<file path="src/bf_cipher_pkg.sv">
// Blowfish key schedule constants
// P_INIT holds the eighteen pi-derived words plus two extra digits
// widths are fixed by the cipher and are not meant to be changed
`default_nettype none

package bf_cipher_pkg;

	// one cipher word
	typedef logic [31:0] word_t;

	// P-array and key sizes in words
	localparam int P_COUNT       = 20;
	localparam int KEY_WORDS_MAX = 14;

	typedef logic [4:0] p_idx_t;
	typedef logic [3:0] key_idx_t;
	typedef logic [3:0] key_len_t;

	// ----------------------------------------
	// initial digits, entry 0 first
	// ----------------------------------------
	localparam word_t P_INIT [P_COUNT] = '{
		32'h243F_6A88,
		32'h85A3_08D3,
		32'h1319_8A2E,
		32'h0370_7344,
		32'hA409_3822,
		32'h299F_31D0,
		32'h082E_FA98,
		32'hEC4E_6C89,
		32'h4528_21E6,
		32'h38D0_1377,
		32'hBE54_66CF,
		32'h34E9_0C6C,
		32'hC0AC_29B7,
		32'hC97C_50DD,
		32'h3F84_D5B5,
		32'hB547_0917,
		32'h9216_D5D9,
		32'h8979_FB1B,
		32'h578F_DFE3,
		32'h3AC3_72E6
	};

endpackage

`default_nettype wire

</file>
<file path="src/bf_regmap_pkg.sv">
// Wishbone word address map and mixer state encoding
// only full-word accesses, no byte selects
`default_nettype none

package bf_regmap_pkg;

	typedef logic [5:0] adr_t;

	// key words at 0x00..0x0D, subkeys at 0x20..0x33
	localparam adr_t ADR_KEY_BASE    = 6'h00;
	localparam adr_t ADR_CTRL        = 6'h10;
	localparam adr_t ADR_KEYLEN      = 6'h11;
	localparam adr_t ADR_STATUS      = 6'h12;
	localparam adr_t ADR_SUBKEY_BASE = 6'h20;

	// control and status bit positions
	localparam int CTRL_START   = 0;
	localparam int CTRL_DECRYPT = 1;
	localparam int STAT_READY   = 0;
	localparam int STAT_BUSY    = 1;
	localparam int STAT_LEN_ERR = 2;

	typedef enum logic [1:0] {
		ST_IDLE,
		ST_MIX,
		ST_DONE
	} mix_state_t;

endpackage

`default_nettype wire

</file>
<file path="src/bf_key_if.sv">
// Link between the register block and the P-array mixer
// key_word and sub_word are combinational lookups of the requested index
`timescale 1ns/1ps
`default_nettype none

interface bf_key_if;
	import bf_cipher_pkg::*;

	logic     start;
	key_len_t key_len;
	key_idx_t key_idx;
	word_t    key_word;
	logic     busy;
	logic     ready;
	p_idx_t   sub_idx;
	word_t    sub_word;

	modport regs (
		output start, key_len, key_word, sub_idx,
		input  key_idx, busy, ready, sub_word
	);

	modport mixer (
		input  start, key_len, key_word, sub_idx,
		output key_idx, busy, ready, sub_word
	);

endinterface

`default_nettype wire

</file>
<file path="src/bf_wb_regs.sv">
// Wishbone classic slave, ack one cycle after cyc and stb, no wait states
// key length 0 or 15 is rejected and sets the length error
// key and length writes are dropped while the mixer is busy
`timescale 1ns/1ps
`default_nettype none

module bf_wb_regs (
	input  logic                 Clk,
	input  logic                 RstN,
	input  logic                 wb_cyc,
	input  logic                 wb_stb,
	input  logic                 wb_we,
	input  bf_regmap_pkg::adr_t  wb_adr,
	input  bf_cipher_pkg::word_t wb_dat_w,
	output bf_cipher_pkg::word_t wb_dat_r,
	output logic                 wb_ack,
	bf_key_if.regs               key
);
	import bf_cipher_pkg::*;
	import bf_regmap_pkg::*;

	word_t    key_mem [KEY_WORDS_MAX];
	key_len_t key_len_q;
	logic     decrypt_q;
	logic     len_err_q;
	logic     start_q;

	logic     access;
	logic     wr;
	adr_t     key_rel;
	adr_t     sub_rel;
	logic     key_sel;
	logic     sub_sel;
	key_idx_t key_off;
	p_idx_t   sub_off;
	logic     len_ok;
	word_t    rd_data;

	// ----------------------------------------
	// bus decode
	// ----------------------------------------
	// no new access in the ack cycle
	assign access = wb_cyc && wb_stb && !wb_ack;
	assign wr     = access && wb_we;

	assign key_rel = wb_adr - ADR_KEY_BASE;
	assign sub_rel = wb_adr - ADR_SUBKEY_BASE;
	assign key_sel = key_rel < adr_t'(KEY_WORDS_MAX);
	assign sub_sel = sub_rel < adr_t'(P_COUNT);
	assign key_off = key_idx_t'(key_rel);
	assign sub_off = p_idx_t'(sub_rel);

	assign len_ok = (key_len_q != '0) && (key_len_q <= key_len_t'(KEY_WORDS_MAX));

	always_ff @(posedge Clk or negedge RstN) begin
		if (!RstN) begin
			wb_ack <= 1'b0;
		end else begin
			wb_ack <= access;
		end
	end

	// ----------------------------------------
	// key store and control
	// ----------------------------------------
	always_ff @(posedge Clk) begin
		if (wr && key_sel && !key.busy) begin
			key_mem[key_off] <= wb_dat_w;
		end
	end

	always_ff @(posedge Clk or negedge RstN) begin
		if (!RstN) begin
			key_len_q <= '0;
			decrypt_q <= 1'b0;
			len_err_q <= 1'b0;
			start_q   <= 1'b0;
		end else begin
			start_q <= 1'b0;
			if (wr && wb_adr == ADR_KEYLEN && !key.busy) begin
				key_len_q <= key_len_t'(wb_dat_w);
			end
			if (wr && wb_adr == ADR_CTRL) begin
				decrypt_q <= wb_dat_w[CTRL_DECRYPT];
				// start lands in the ack cycle
				if (wb_dat_w[CTRL_START] && !key.busy) begin
					if (len_ok) begin
						start_q   <= 1'b1;
						len_err_q <= 1'b0;
					end else begin
						len_err_q <= 1'b1;
					end
				end
			end
		end
	end

	assign key.start    = start_q;
	assign key.key_len  = key_len_q;
	assign key.key_word = key_mem[key.key_idx];

	// decryption order reads the array back to front
	assign key.sub_idx = decrypt_q ? (p_idx_t'(P_COUNT - 1) - sub_off) : sub_off;

	// ----------------------------------------
	// read path
	// ----------------------------------------
	always_comb begin
		rd_data = '0;
		if (key_sel) begin
			rd_data = key_mem[key_off];
		end else if (sub_sel) begin
			rd_data = key.sub_word;
		end else begin
			case (wb_adr)
				ADR_CTRL: rd_data[CTRL_DECRYPT] = decrypt_q;
				ADR_KEYLEN: rd_data = word_t'(key_len_q);
				ADR_STATUS: begin
					rd_data[STAT_READY]   = key.ready;
					rd_data[STAT_BUSY]    = key.busy;
					rd_data[STAT_LEN_ERR] = len_err_q;
				end
				default: rd_data = '0;
			endcase
		end
	end

	always_ff @(posedge Clk) begin
		if (access && !wb_we) begin
			wb_dat_r <= rd_data;
		end
	end

endmodule

`default_nettype wire

</file>
<file path="src/bf_parray_mixer.sv">
// Serial key mixing, one P-array entry per cycle
// every entry is rebuilt from P_INIT, so a restart gives the same result
// start to ready takes 21 clock edges
`timescale 1ns/1ps
`default_nettype none

module bf_parray_mixer (
	input logic     Clk,
	input logic     RstN,
	bf_key_if.mixer key
);
	import bf_cipher_pkg::*;
	import bf_regmap_pkg::*;

	mix_state_t state;
	word_t      p_array [P_COUNT];
	p_idx_t     p_idx;
	key_idx_t   k_idx;
	key_idx_t   k_next;
	key_len_t   len_q;
	logic       last_entry;

	assign last_entry = (p_idx == p_idx_t'(P_COUNT - 1));
	assign k_next     = k_idx + key_idx_t'(1);

	// ----------------------------------------
	// control FSM
	// ----------------------------------------
	always_ff @(posedge Clk or negedge RstN) begin
		if (!RstN) begin
			state <= ST_IDLE;
			p_idx <= '0;
			k_idx <= '0;
			len_q <= '0;
		end else begin
			case (state)
				ST_IDLE, ST_DONE: begin
					if (key.start) begin
						state <= ST_MIX;
						p_idx <= '0;
						k_idx <= '0;
						len_q <= key.key_len;
					end
				end
				ST_MIX: begin
					p_idx <= p_idx + p_idx_t'(1);
					// key index wraps at the captured length
					if (k_next == key_idx_t'(len_q)) begin
						k_idx <= '0;
					end else begin
						k_idx <= k_next;
					end
					if (last_entry) begin
						state <= ST_DONE;
					end
				end
				default: state <= ST_IDLE;
			endcase
		end
	end

	// ----------------------------------------
	// P-array storage
	// ----------------------------------------
	always_ff @(posedge Clk or negedge RstN) begin
		if (!RstN) begin
			for (int i = 0; i < P_COUNT; i++) begin
				p_array[i] <= P_INIT[i];
			end
		end else if (state == ST_MIX) begin
			p_array[p_idx] <= P_INIT[p_idx] ^ key.key_word;
		end
	end

	assign key.key_idx = k_idx;
	assign key.busy    = (state == ST_MIX);
	assign key.ready   = (state == ST_DONE);

	// out of range indices read as zero
	assign key.sub_word = (key.sub_idx < p_idx_t'(P_COUNT)) ? p_array[key.sub_idx] : '0;

endmodule

`default_nettype wire

</file>
<file path="src/bf_skeygen_top.sv">
// Blowfish P-array key mixing with a Wishbone classic slave port
// full-word accesses only, ack latency is always one cycle
// poll the status register for ready after a start
`timescale 1ns/1ps
`default_nettype none

module bf_skeygen_top (
	input  logic                 Clk,
	input  logic                 RstN,
	input  logic                 wb_cyc,
	input  logic                 wb_stb,
	input  logic                 wb_we,
	input  bf_regmap_pkg::adr_t  wb_adr,
	input  bf_cipher_pkg::word_t wb_dat_w,
	output bf_cipher_pkg::word_t wb_dat_r,
	output logic                 wb_ack
);

	// register block to mixer
	bf_key_if key_bus ();

	bf_wb_regs u_regs (
		.Clk      (Clk),
		.RstN     (RstN),
		.wb_cyc   (wb_cyc),
		.wb_stb   (wb_stb),
		.wb_we    (wb_we),
		.wb_adr   (wb_adr),
		.wb_dat_w (wb_dat_w),
		.wb_dat_r (wb_dat_r),
		.wb_ack   (wb_ack),
		.key      (key_bus.regs)
	);

	bf_parray_mixer u_mixer (
		.Clk  (Clk),
		.RstN (RstN),
		.key  (key_bus.mixer)
	);

endmodule

`default_nettype wire

</file>
<file path="config.mk">
export PLATFORM = sky130hd
export DESIGN_NAME = bf_skeygen_top
export DESIGN_NICKNAME = d
export VERILOG_FILES = /design/src/bf_cipher_pkg.sv /design/src/bf_regmap_pkg.sv /design/src/bf_key_if.sv /design/src/bf_wb_regs.sv /design/src/bf_parray_mixer.sv /design/src/bf_skeygen_top.sv
export SDC_FILE = /design/constraint.sdc
export NUM_CORES = 2
export LEC_CHECK = 0
export BUFFER_PORTS_ARGS = -buffer_cell sky130_fd_sc_hd__buf_2
export CORE_MARGIN = 4
export CORE_UTILIZATION = 30
export CTS_BUF_LIST = sky130_fd_sc_hd__clkbuf_4 sky130_fd_sc_hd__clkbuf_8
export CTS_CLUSTER_SIZE = 24
export DETAILED_ROUTE_END_ITERATION = 8
export PLACE_DENSITY = 0.53
export RECOVER_POWER = 25
export SLEW_MARGIN = 20
export SYNTH_ARGS = -nofsm -noshare
export SYNTH_HDL_FRONTEND = slang
export SYNTH_SLANG_ARGS = --single-unit
export TNS_END_PERCENT = 5
</file>
<file path="constraint.sdc">
create_clock -name Clk -period 4.2 [get_ports Clk]
set_input_delay 0 -clock Clk [delete_from_list [all_inputs] [get_ports Clk]]
set_output_delay 0 -clock Clk [all_outputs]
set_load 0.02 [all_outputs]
</file>
Yosys cells after proc, flatten, opt, wreduce, memory -nomap -nowiden
Memories as Yosys holds them, arrays and structs flattened.
Cells that the tools add are included.
{"block": "word_totals", "ff_bits": 695, "ram_bits": 448, "rom_bits": 1024, "in_bits": 43, "out_inout_bits": 33, "word_cells": 108, "mem_count": 2}
{"block": "op_classes", "addsub": 4, "magnitude_cmp": 7, "eq_ne": 9, "muxes": 30, "bitwise_logic": 3, "reduce_logical": 23}
{"name": "(no name shown)", "depth": 32, "word_bits": 32, "rd": 1, "rd_ports_with_merged_regs": 0, "write_ports": 0, "line_no": "bf_parray_mixer.sv:71", "source": "p_array[p_idx] <= P_INIT[p_idx] ^ key.key_word;"}
{"name": "u_regs.key_mem", "depth": 14, "word_bits": 32, "rd": 2, "rd_ports_with_merged_regs": 0, "write_ports": 1, "line_no": "bf_wb_regs.sv:22", "source": "word_t key_mem [KEY_WORDS_MAX];"}
{"op": "640-bit bitwise mux", "n": 1}
{"op": "32-bit two-way mux", "n": 8}
{"op": "32-bit binary-select mux with 5-bit select", "n": 1}
{"op": "32-bit demux with 5-bit select", "n": 1}
{"op": "32-bit XOR", "n": 1}
{"op": "6-bit by 5-bit == test with 1-bit output, second input constant", "n": 3}
{"op": "6-bit greater-or-equal comparator, second input constant", "n": 2}
{"op": "1-bit logical AND", "n": 12}
{"op": "5-bit NOT with 6-bit output", "n": 2}
{"op": "5-bit two-way mux", "n": 2}
{"op": "5-bit case mux with 2 select lines", "n": 1}
{"op": "4-bit two-way mux", "n": 2}
{"op": "4-bit case mux with 2 select lines", "n": 1}
{"op": "2-bit AND reduction", "n": 4}
{"op": "1-bit two-way mux", "n": 7}
{"op": "6-bit by 1-bit less-than comparator with 1-bit output, second input constant", "n": 1}
{"op": "6-bit by 4-bit less-than comparator with 1-bit output, second input constant", "n": 1}
{"op": "6-bit by 5-bit less-than comparator with 1-bit output, second input constant", "n": 1}
{"op": "6-bit subtractor, second input constant", "n": 1}
{"op": "5-bit by 1-bit adder with 5-bit output, second input constant", "n": 1}
{"op": "5-bit == test, second input constant", "n": 1}
{"op": "5-bit less-than comparator, second input constant", "n": 1}
{"op": "5-bit subtractor, first input constant", "n": 1}
{"op": "4-bit by 1-bit adder with 4-bit output, second input constant", "n": 1}
{"op": "other kinds (15)", "n": 19}

Longest topological paths before layout
{"block": "depth", "ltp_word": 10, "mapped_depth": 13, "mapped_depth_nobuf": 8}

Modules after synthesis
A second synthesis with hierarchy kept.
{"block": "hier_totals", "cells_unflattened": 4039, "hier_area_um2": 52529.1}
{"mod": "bf_parray_mixer", "n_inst": 1, "cells_per_inst": 2847, "area_each_um2": 30256.5, "seq_area_each_um2": 16773.6}
{"mod": "bf_wb_regs", "n_inst": 1, "cells_per_inst": 1192, "area_each_um2": 22272.6, "seq_area_each_um2": 14614.0}

Worst setup path after synthesis
Ideal clock, no wire load.
{"block": "synth_timing", "kind": "flip-flop to flip-flop", "from": "reg u_regs.wb_ack", "to": "reg u_regs.wb_dat_r[0] (enable)", "setup_time_ns": 0.461, "arrival_ns": 2.738, "t_required_ns": 3.739, "slack_ns": 1.001, "stages_incl_launch_ff": 2, "n_path_buf": 0, "period_less_slack_ns": 3.199, "cell_sequence": "dfrtp_1 nor3_1"}
{"block": "synth_between", "elab_chain_len": 3}
{"element": "start: declaration", "line_no": "bf_wb_regs.sv:16", "source": "output logic wb_ack,"}
{"element": "start signal: assignment", "line_no": "bf_wb_regs.sv:59", "source": "wb_ack <= access;"}
{"element": "1-bit logical NOT", "line_no": "bf_wb_regs.sv:43", "source": "assign access = wb_cyc && wb_stb && !wb_ack;"}
{"element": "1-bit logical AND", "line_no": "bf_wb_regs.sv:43"}
{"element": "1-bit logical AND", "line_no": "bf_wb_regs.sv:129", "source": "if (access && !wb_we) begin"}
{"element": "end signal: assignment", "line_no": "bf_wb_regs.sv:130", "source": "wb_dat_r <= rd_data;"}
{"element": "end: declaration", "line_no": "bf_wb_regs.sv:15", "source": "output bf_cipher_pkg::word_t wb_dat_r,"}
No other way between the ends.
A chain may end at the register's enable or synchronous reset.

==> out/summary.md <==
Power and ir drop
- 43.2% — share of total power in the clock network
- 18.0 mW — internal power
- 23.8 mW — overall power consumption
- 7.3% — power share of the combinational group
- 24.3% — net switching fraction of the power
- 0.308 mV — worst vdd ir
- 379 nW/µm² — Pwr per Cell Area
- 49.4% — Reg power frac
- 22.4 nW — Leak
- 5.77 mW — switching component of the power

Die
- 434 µm — floorplan die width
- 76 — IO Count
- 188,000 µm² — overall die area
- 434 µm — die height
- 179,000 µm² — placeable core region
- 30.3% — Initial Util
- 155 — number of standard-cell rows in the floorplan

Final layout
- 17,600 — number of filler instances in the final layout
- 15.4% — synthesis-to-layout area growth
- 4,479 — final net count
- 35.0% — post-layout utilization of the core
- 6,941 — Cell Count, Final, Fillers Out
- 31,400 µm² — register cell area after layout
- 21,500 µm² — combined area of the multi-input logic cells
- 62,700 µm² — final cell area excluding filler cells
- 29.6% — share of cells above drive strength 1

Clocking
- 186 — number of buffers created by CTS
- 1,143 — clock sinks
- sky130_fd_sc_hd__clkbuf_8 — cell at the root of the clock tree
- done — TritonCTS clock tree
- 3 — buffer depth of the longest clock path
- 0 — post-CTS setup-driven buffer insertion count
- 0.91 ns — clock insertion delay at the later pin of the skew report
- 0.06 ns — post-CTS clock slew at the launch and capture registers of the worst setup and hold paths
- 4 — CTS HTree Levels

Placed design
- 75 — IO Port Bufs
- 57,900 µm² — placed standard-cell area
- 0.813 — weighted congestion reported at the end of routability-driven placement
- 96,600 µm — detailed placer's ending HPWL
- 0.795 ns — worst slack, placed
- 6,507 — cell count after placement

Timing
- 0 — Setup violations, final
- 0.292 GHz — fmax
- 0.778 ns — slack of the critical path
- -114% — worst-case headroom to the max-slew limit
- 81.5% — share of the clock period used by the worst path
- 44 — number of max-slew violations in the final report
- 0 — number of endpoints with negative hold slack in the final report
- 3.20 ns — slew of the pin with the lowest slew margin
- no — unrepaired setup endpoints after global routing
- 0 ns — Post-Route Setup TNS
- 0.0418 ns — setup skew after layout
- 0.110 ns — hold slack final
- 3.42 ns — crit path time final

Critical path
- primary input — startpoint kind of the worst setup timing path
- u_mixer.p_array[36] — R2R Path End
- u_mixer.key.key_idx[0] — Critical R2R Launch
- primary input to async pin — Setup CP Type
- buffers and inverters — category of cells accounting for the largest share of critical-path delay
- 4.40 ns — arrival time at the worst endpoint
- 2.44 ns — Crit path largest cell delay
- sky130_fd_sc_hd__dlygate4sd3_1 — CP dominant cell by count
- 0.79 ns — reg2reg setup slack
- 5 — number of cell instances on the worst register-to-register path
- 5.18 ns — Worst Path Required
- 49 — CP Max Fanout
- 4 — Crit path buffers/inverters
- async pin — Worst Setup End Kind
- dlygate4sd3_1 > dlygate4sd3_1 > clkdlybuf4s25_1 > clkbuf_2 — cell-by-cell listing of the critical path
- RstN — worst setup path startpoint
- sky130_fd_sc_hd__clkdlybuf4s25_1 — cell with the biggest individual delay on the critical path

Routing
- 0 — Residual DRC
- 0 — number of nets with antenna violations after detailed routing
- 3,089 — DRC violation total after the first TritonRoute iteration
- 5.19 — routed vias/inst
- 6 — first-pass iteration count of the detailed router
- 23.4 µm — routed length per instance
- 36,000 — vias
- 163,000 µm — total wirelength of the detailed-routed design

Synth
- 54,300 µm² — post-synthesis instance area
- 480 — number of synthesized flops with an enable pin
- 58.0% — fraction of synthesis flops using an asynchronous set or reset pin
- 0 — count of warnings emitted by yosys
- 4,335 — Post-Synthesis Net Count
- 57.8% — sequential fraction of the synthesis area
- 68 — number of unique standard cell types used by synthesis
- sky130_fd_sc_hd__edfxtp_1 — commonest register cell after synthesis
- 12.7 µm² — Avg Synthesized Cell Area
- 1,143 — register bit total from synthesis
- 4,276 — gate count of the mapped netlist

Global route
- 245,000 µm — wire length of the first global-routing pass
- 0 — global-route congestion overflow total
- 12 — antenna violations before repair
- 36,300 — via count of the first global-routing pass
- 129 — maximum number of pins on one net before global-route repair
- 17.4% — overall fraction of global-route tracks in use

Run
- 1 — Max Cap Violations

Hold path
- primary input to flip-flop — Hold Crit Class
- u_regs.wb_dat_r[3] — destination of the worst hold path
- 5 — hold path depth
- wb_adr[2] — hold path start

Run status
- complete, but fails checks — result of the run
- max-capacitance violations, max-slew violations — violated checks

==> area by class of cell <==
type	instances	area share [%]
Antenna cell	7	0.0279
Clock buffer	281	5.47
Clock inverter	66	0.854
Inverter	15	0.0898
Multi-Input combinational cell	2746	34.2
Sequential cell	1143	50.1
Tap cell	2355	4.70
Timing Repair Buffer	328	4.55
==> power groups by stage <==
stage	combinational (mW)	clock (mW)	sequential (mW)
after floorplan	0.948	0	11.9
after global placement	1.67	0	12.0
after detailed placement	1.69	0	12.0
after CTS	1.75	10.5	11.8
after global routing	1.86	11.1	11.7
final	1.74	10.3	11.8
==> metal layers <==
metal | global-route usage (%) | vias up | part of all wire [%] | wire [µm]
met5 | 0 | - | 0.017 | 27
met4 | 5.51 | 4 | 2.8 | 4610
met3 | 2.83 | 291 | 5.0 | 8200
met2 | 29.0 | 1044 | 49 | 79400
met1 | 23.1 | 18500 | 43 | 70500
li1 | - | 16200 | - | -
==> worst max path at each step <==
stage	slack, ns	depth (start not counted)	endpoint
floorplan	1.00	1	u_regs.wb_dat_r[0]
detailed placement	0.79	5	u_mixer.p_array[260]
global placement	0.83	5	u_mixer.p_array[356]
global route	0.38	4	u_mixer.p_array[304]
finish	0.78	4	u_mixer.p_array[272]
CTS	0.79	5	u_mixer.p_array[260]
==> cell usage in the layout (no fill, tap or decap), types with 42 or more instances in the layout <==
master and count:
sky130_fd_sc_hd__buf_4 144, sky130_fd_sc_hd__dfrtp_1 352, sky130_fd_sc_hd__dfstp_2 306, sky130_fd_sc_hd__edfxtp_1 480
sky130_fd_sc_hd__clkbuf_4 70, sky130_fd_sc_hd__dlygate4sd3_1 79, sky130_fd_sc_hd__nand2_1 929, sky130_fd_sc_hd__a32oi_1 58
sky130_fd_sc_hd__mux2_2 47, sky130_fd_sc_hd__a21oi_1 101, sky130_fd_sc_hd__buf_2 60, sky130_fd_sc_hd__o21ai_1 42
sky130_fd_sc_hd__clkbuf_8 211, sky130_fd_sc_hd__mux4_2 364, sky130_fd_sc_hd__mux2i_1 169, sky130_fd_sc_hd__nor2_1 57
sky130_fd_sc_hd__o21ai_0 645
==> synthesized netlist by cell type, types with 3 or more instances <==
cell type / count / share of area, %
sky130_fd_sc_hd__o21ai_2: 10 / 0.16
sky130_fd_sc_hd__nor3_1: 7 / 0.064
sky130_fd_sc_hd__nand4_1: 6 / 0.069
sky130_fd_sc_hd__nor2_1: 76 / 0.53
sky130_fd_sc_hd__o31ai_1: 4 / 0.055
sky130_fd_sc_hd__a21oi_2: 3 / 0.048
sky130_fd_sc_hd__edfxtp_1: 480 / 27
sky130_fd_sc_hd__buf_1: 32 / 0.22
sky130_fd_sc_hd__xnor2_1: 17 / 0.27
sky130_fd_sc_hd__or3_1: 5 / 0.058
sky130_fd_sc_hd__nand2_1: 947 / 6.5
sky130_fd_sc_hd__o21ai_1: 41 / 0.38
sky130_fd_sc_hd__ha_1: 16 / 0.37
sky130_fd_sc_hd__a21oi_1: 101 / 0.93
sky130_fd_sc_hd__a221oi_1: 3 / 0.048
sky130_fd_sc_hd__buf_2: 70 / 0.64
sky130_fd_sc_hd__dfstp_2: 306 / 15
sky130_fd_sc_hd__a22o_1: 4 / 0.064
sky130_fd_sc_hd__o211ai_1: 6 / 0.083
sky130_fd_sc_hd__nor4_1: 6 / 0.069
sky130_fd_sc_hd__nor2b_1: 16 / 0.18
sky130_fd_sc_hd__a31oi_1: 30 / 0.35
sky130_fd_sc_hd__buf_6: 12 / 0.25
sky130_fd_sc_hd__and3_1: 4 / 0.046
sky130_fd_sc_hd__mux4_2: 364 / 15
sky130_fd_sc_hd__a32oi_1: 58 / 0.94
sky130_fd_sc_hd__xnor2_2: 6 / 0.18
sky130_fd_sc_hd__dfrtp_1: 357 / 16
sky130_fd_sc_hd__nand2b_1: 10 / 0.12
sky130_fd_sc_hd__buf_12: 3 / 0.11
sky130_fd_sc_hd__xor2_1: 17 / 0.27
sky130_fd_sc_hd__a211o_1: 4 / 0.064
sky130_fd_sc_hd__a211oi_1: 4 / 0.055
sky130_fd_sc_hd__buf_4: 6 / 0.083
sky130_fd_sc_hd__o22ai_1: 34 / 0.39
sky130_fd_sc_hd__nand3_1: 13 / 0.12
sky130_fd_sc_hd__o21ai_0: 647 / 6.0
sky130_fd_sc_hd__mux2i_1: 169 / 3.1
sky130_fd_sc_hd__clkbuf_1: 239 / 1.7
sky130_fd_sc_hd__mux4_1: 10 / 0.48
sky130_fd_sc_hd__inv_1: 14 / 0.097
sky130_fd_sc_hd__mux2_2: 47 / 0.97
sky130_fd_sc_hd__clkbuf_2: 10 / 0.092
sky130_fd_sc_hd__o221ai_1: 31 / 0.50
==> worst register-to-register path: cells and delay by family, from the launching register on <==
family / cells / cell delay (ns)
AOI/OAI and AO/OA: 1 / 0.24
xor gates and xnor gates: 1 / 0.65
muxes: 2 / 1.11
buffers and inverters: 1 / 0.37
DFF: 1 / 0.90
==> registers in the layout (all words and copies together) (netlist names) <==
register             cells
u_regs.key_mem         448
u_regs.decrypt_q         1
u_mixer.state            2
u_mixer.p_array        640
u_regs.len_err_q         1
u_mixer.key.key_idx      4
u_regs.wb_dat_r         32
u_regs.wb_ack            1
u_regs.key.key_len       4
u_mixer.p_idx            5
u_regs.key.start         1
u_mixer.len_q            4
==> kinds of logic (layout without fill, tap and decap cells) <==
| group | after synthesis | count (layout) | share of synthesized area [%] |
|---|---|---|---|
| muxes | 590 | 590 | 19.7 |
| buffers and inverters | 387 | 690 | 3.16 |
| AOI/OAI and AO/OA | 1001 | 1001 | 10.4 |
| and+or+nand+nor | 1098 | 1098 | 7.91 |
| adders and majority gates | 16 | 16 | 0.369 |
| xor gates and xnor gates | 41 | 41 | 0.758 |
| DFF | 1143 | 1143 | 57.8 |
| other | 0 | 7 | 0 |
==> what timing repair did <==
action,CTS,global route
setup endpoints to repair,0,0
endpoints found under the hold margin,950,0
resized for setup,0,0
hold buffers,80,0
Note: power is estimated with default switching activity, not from simulation.
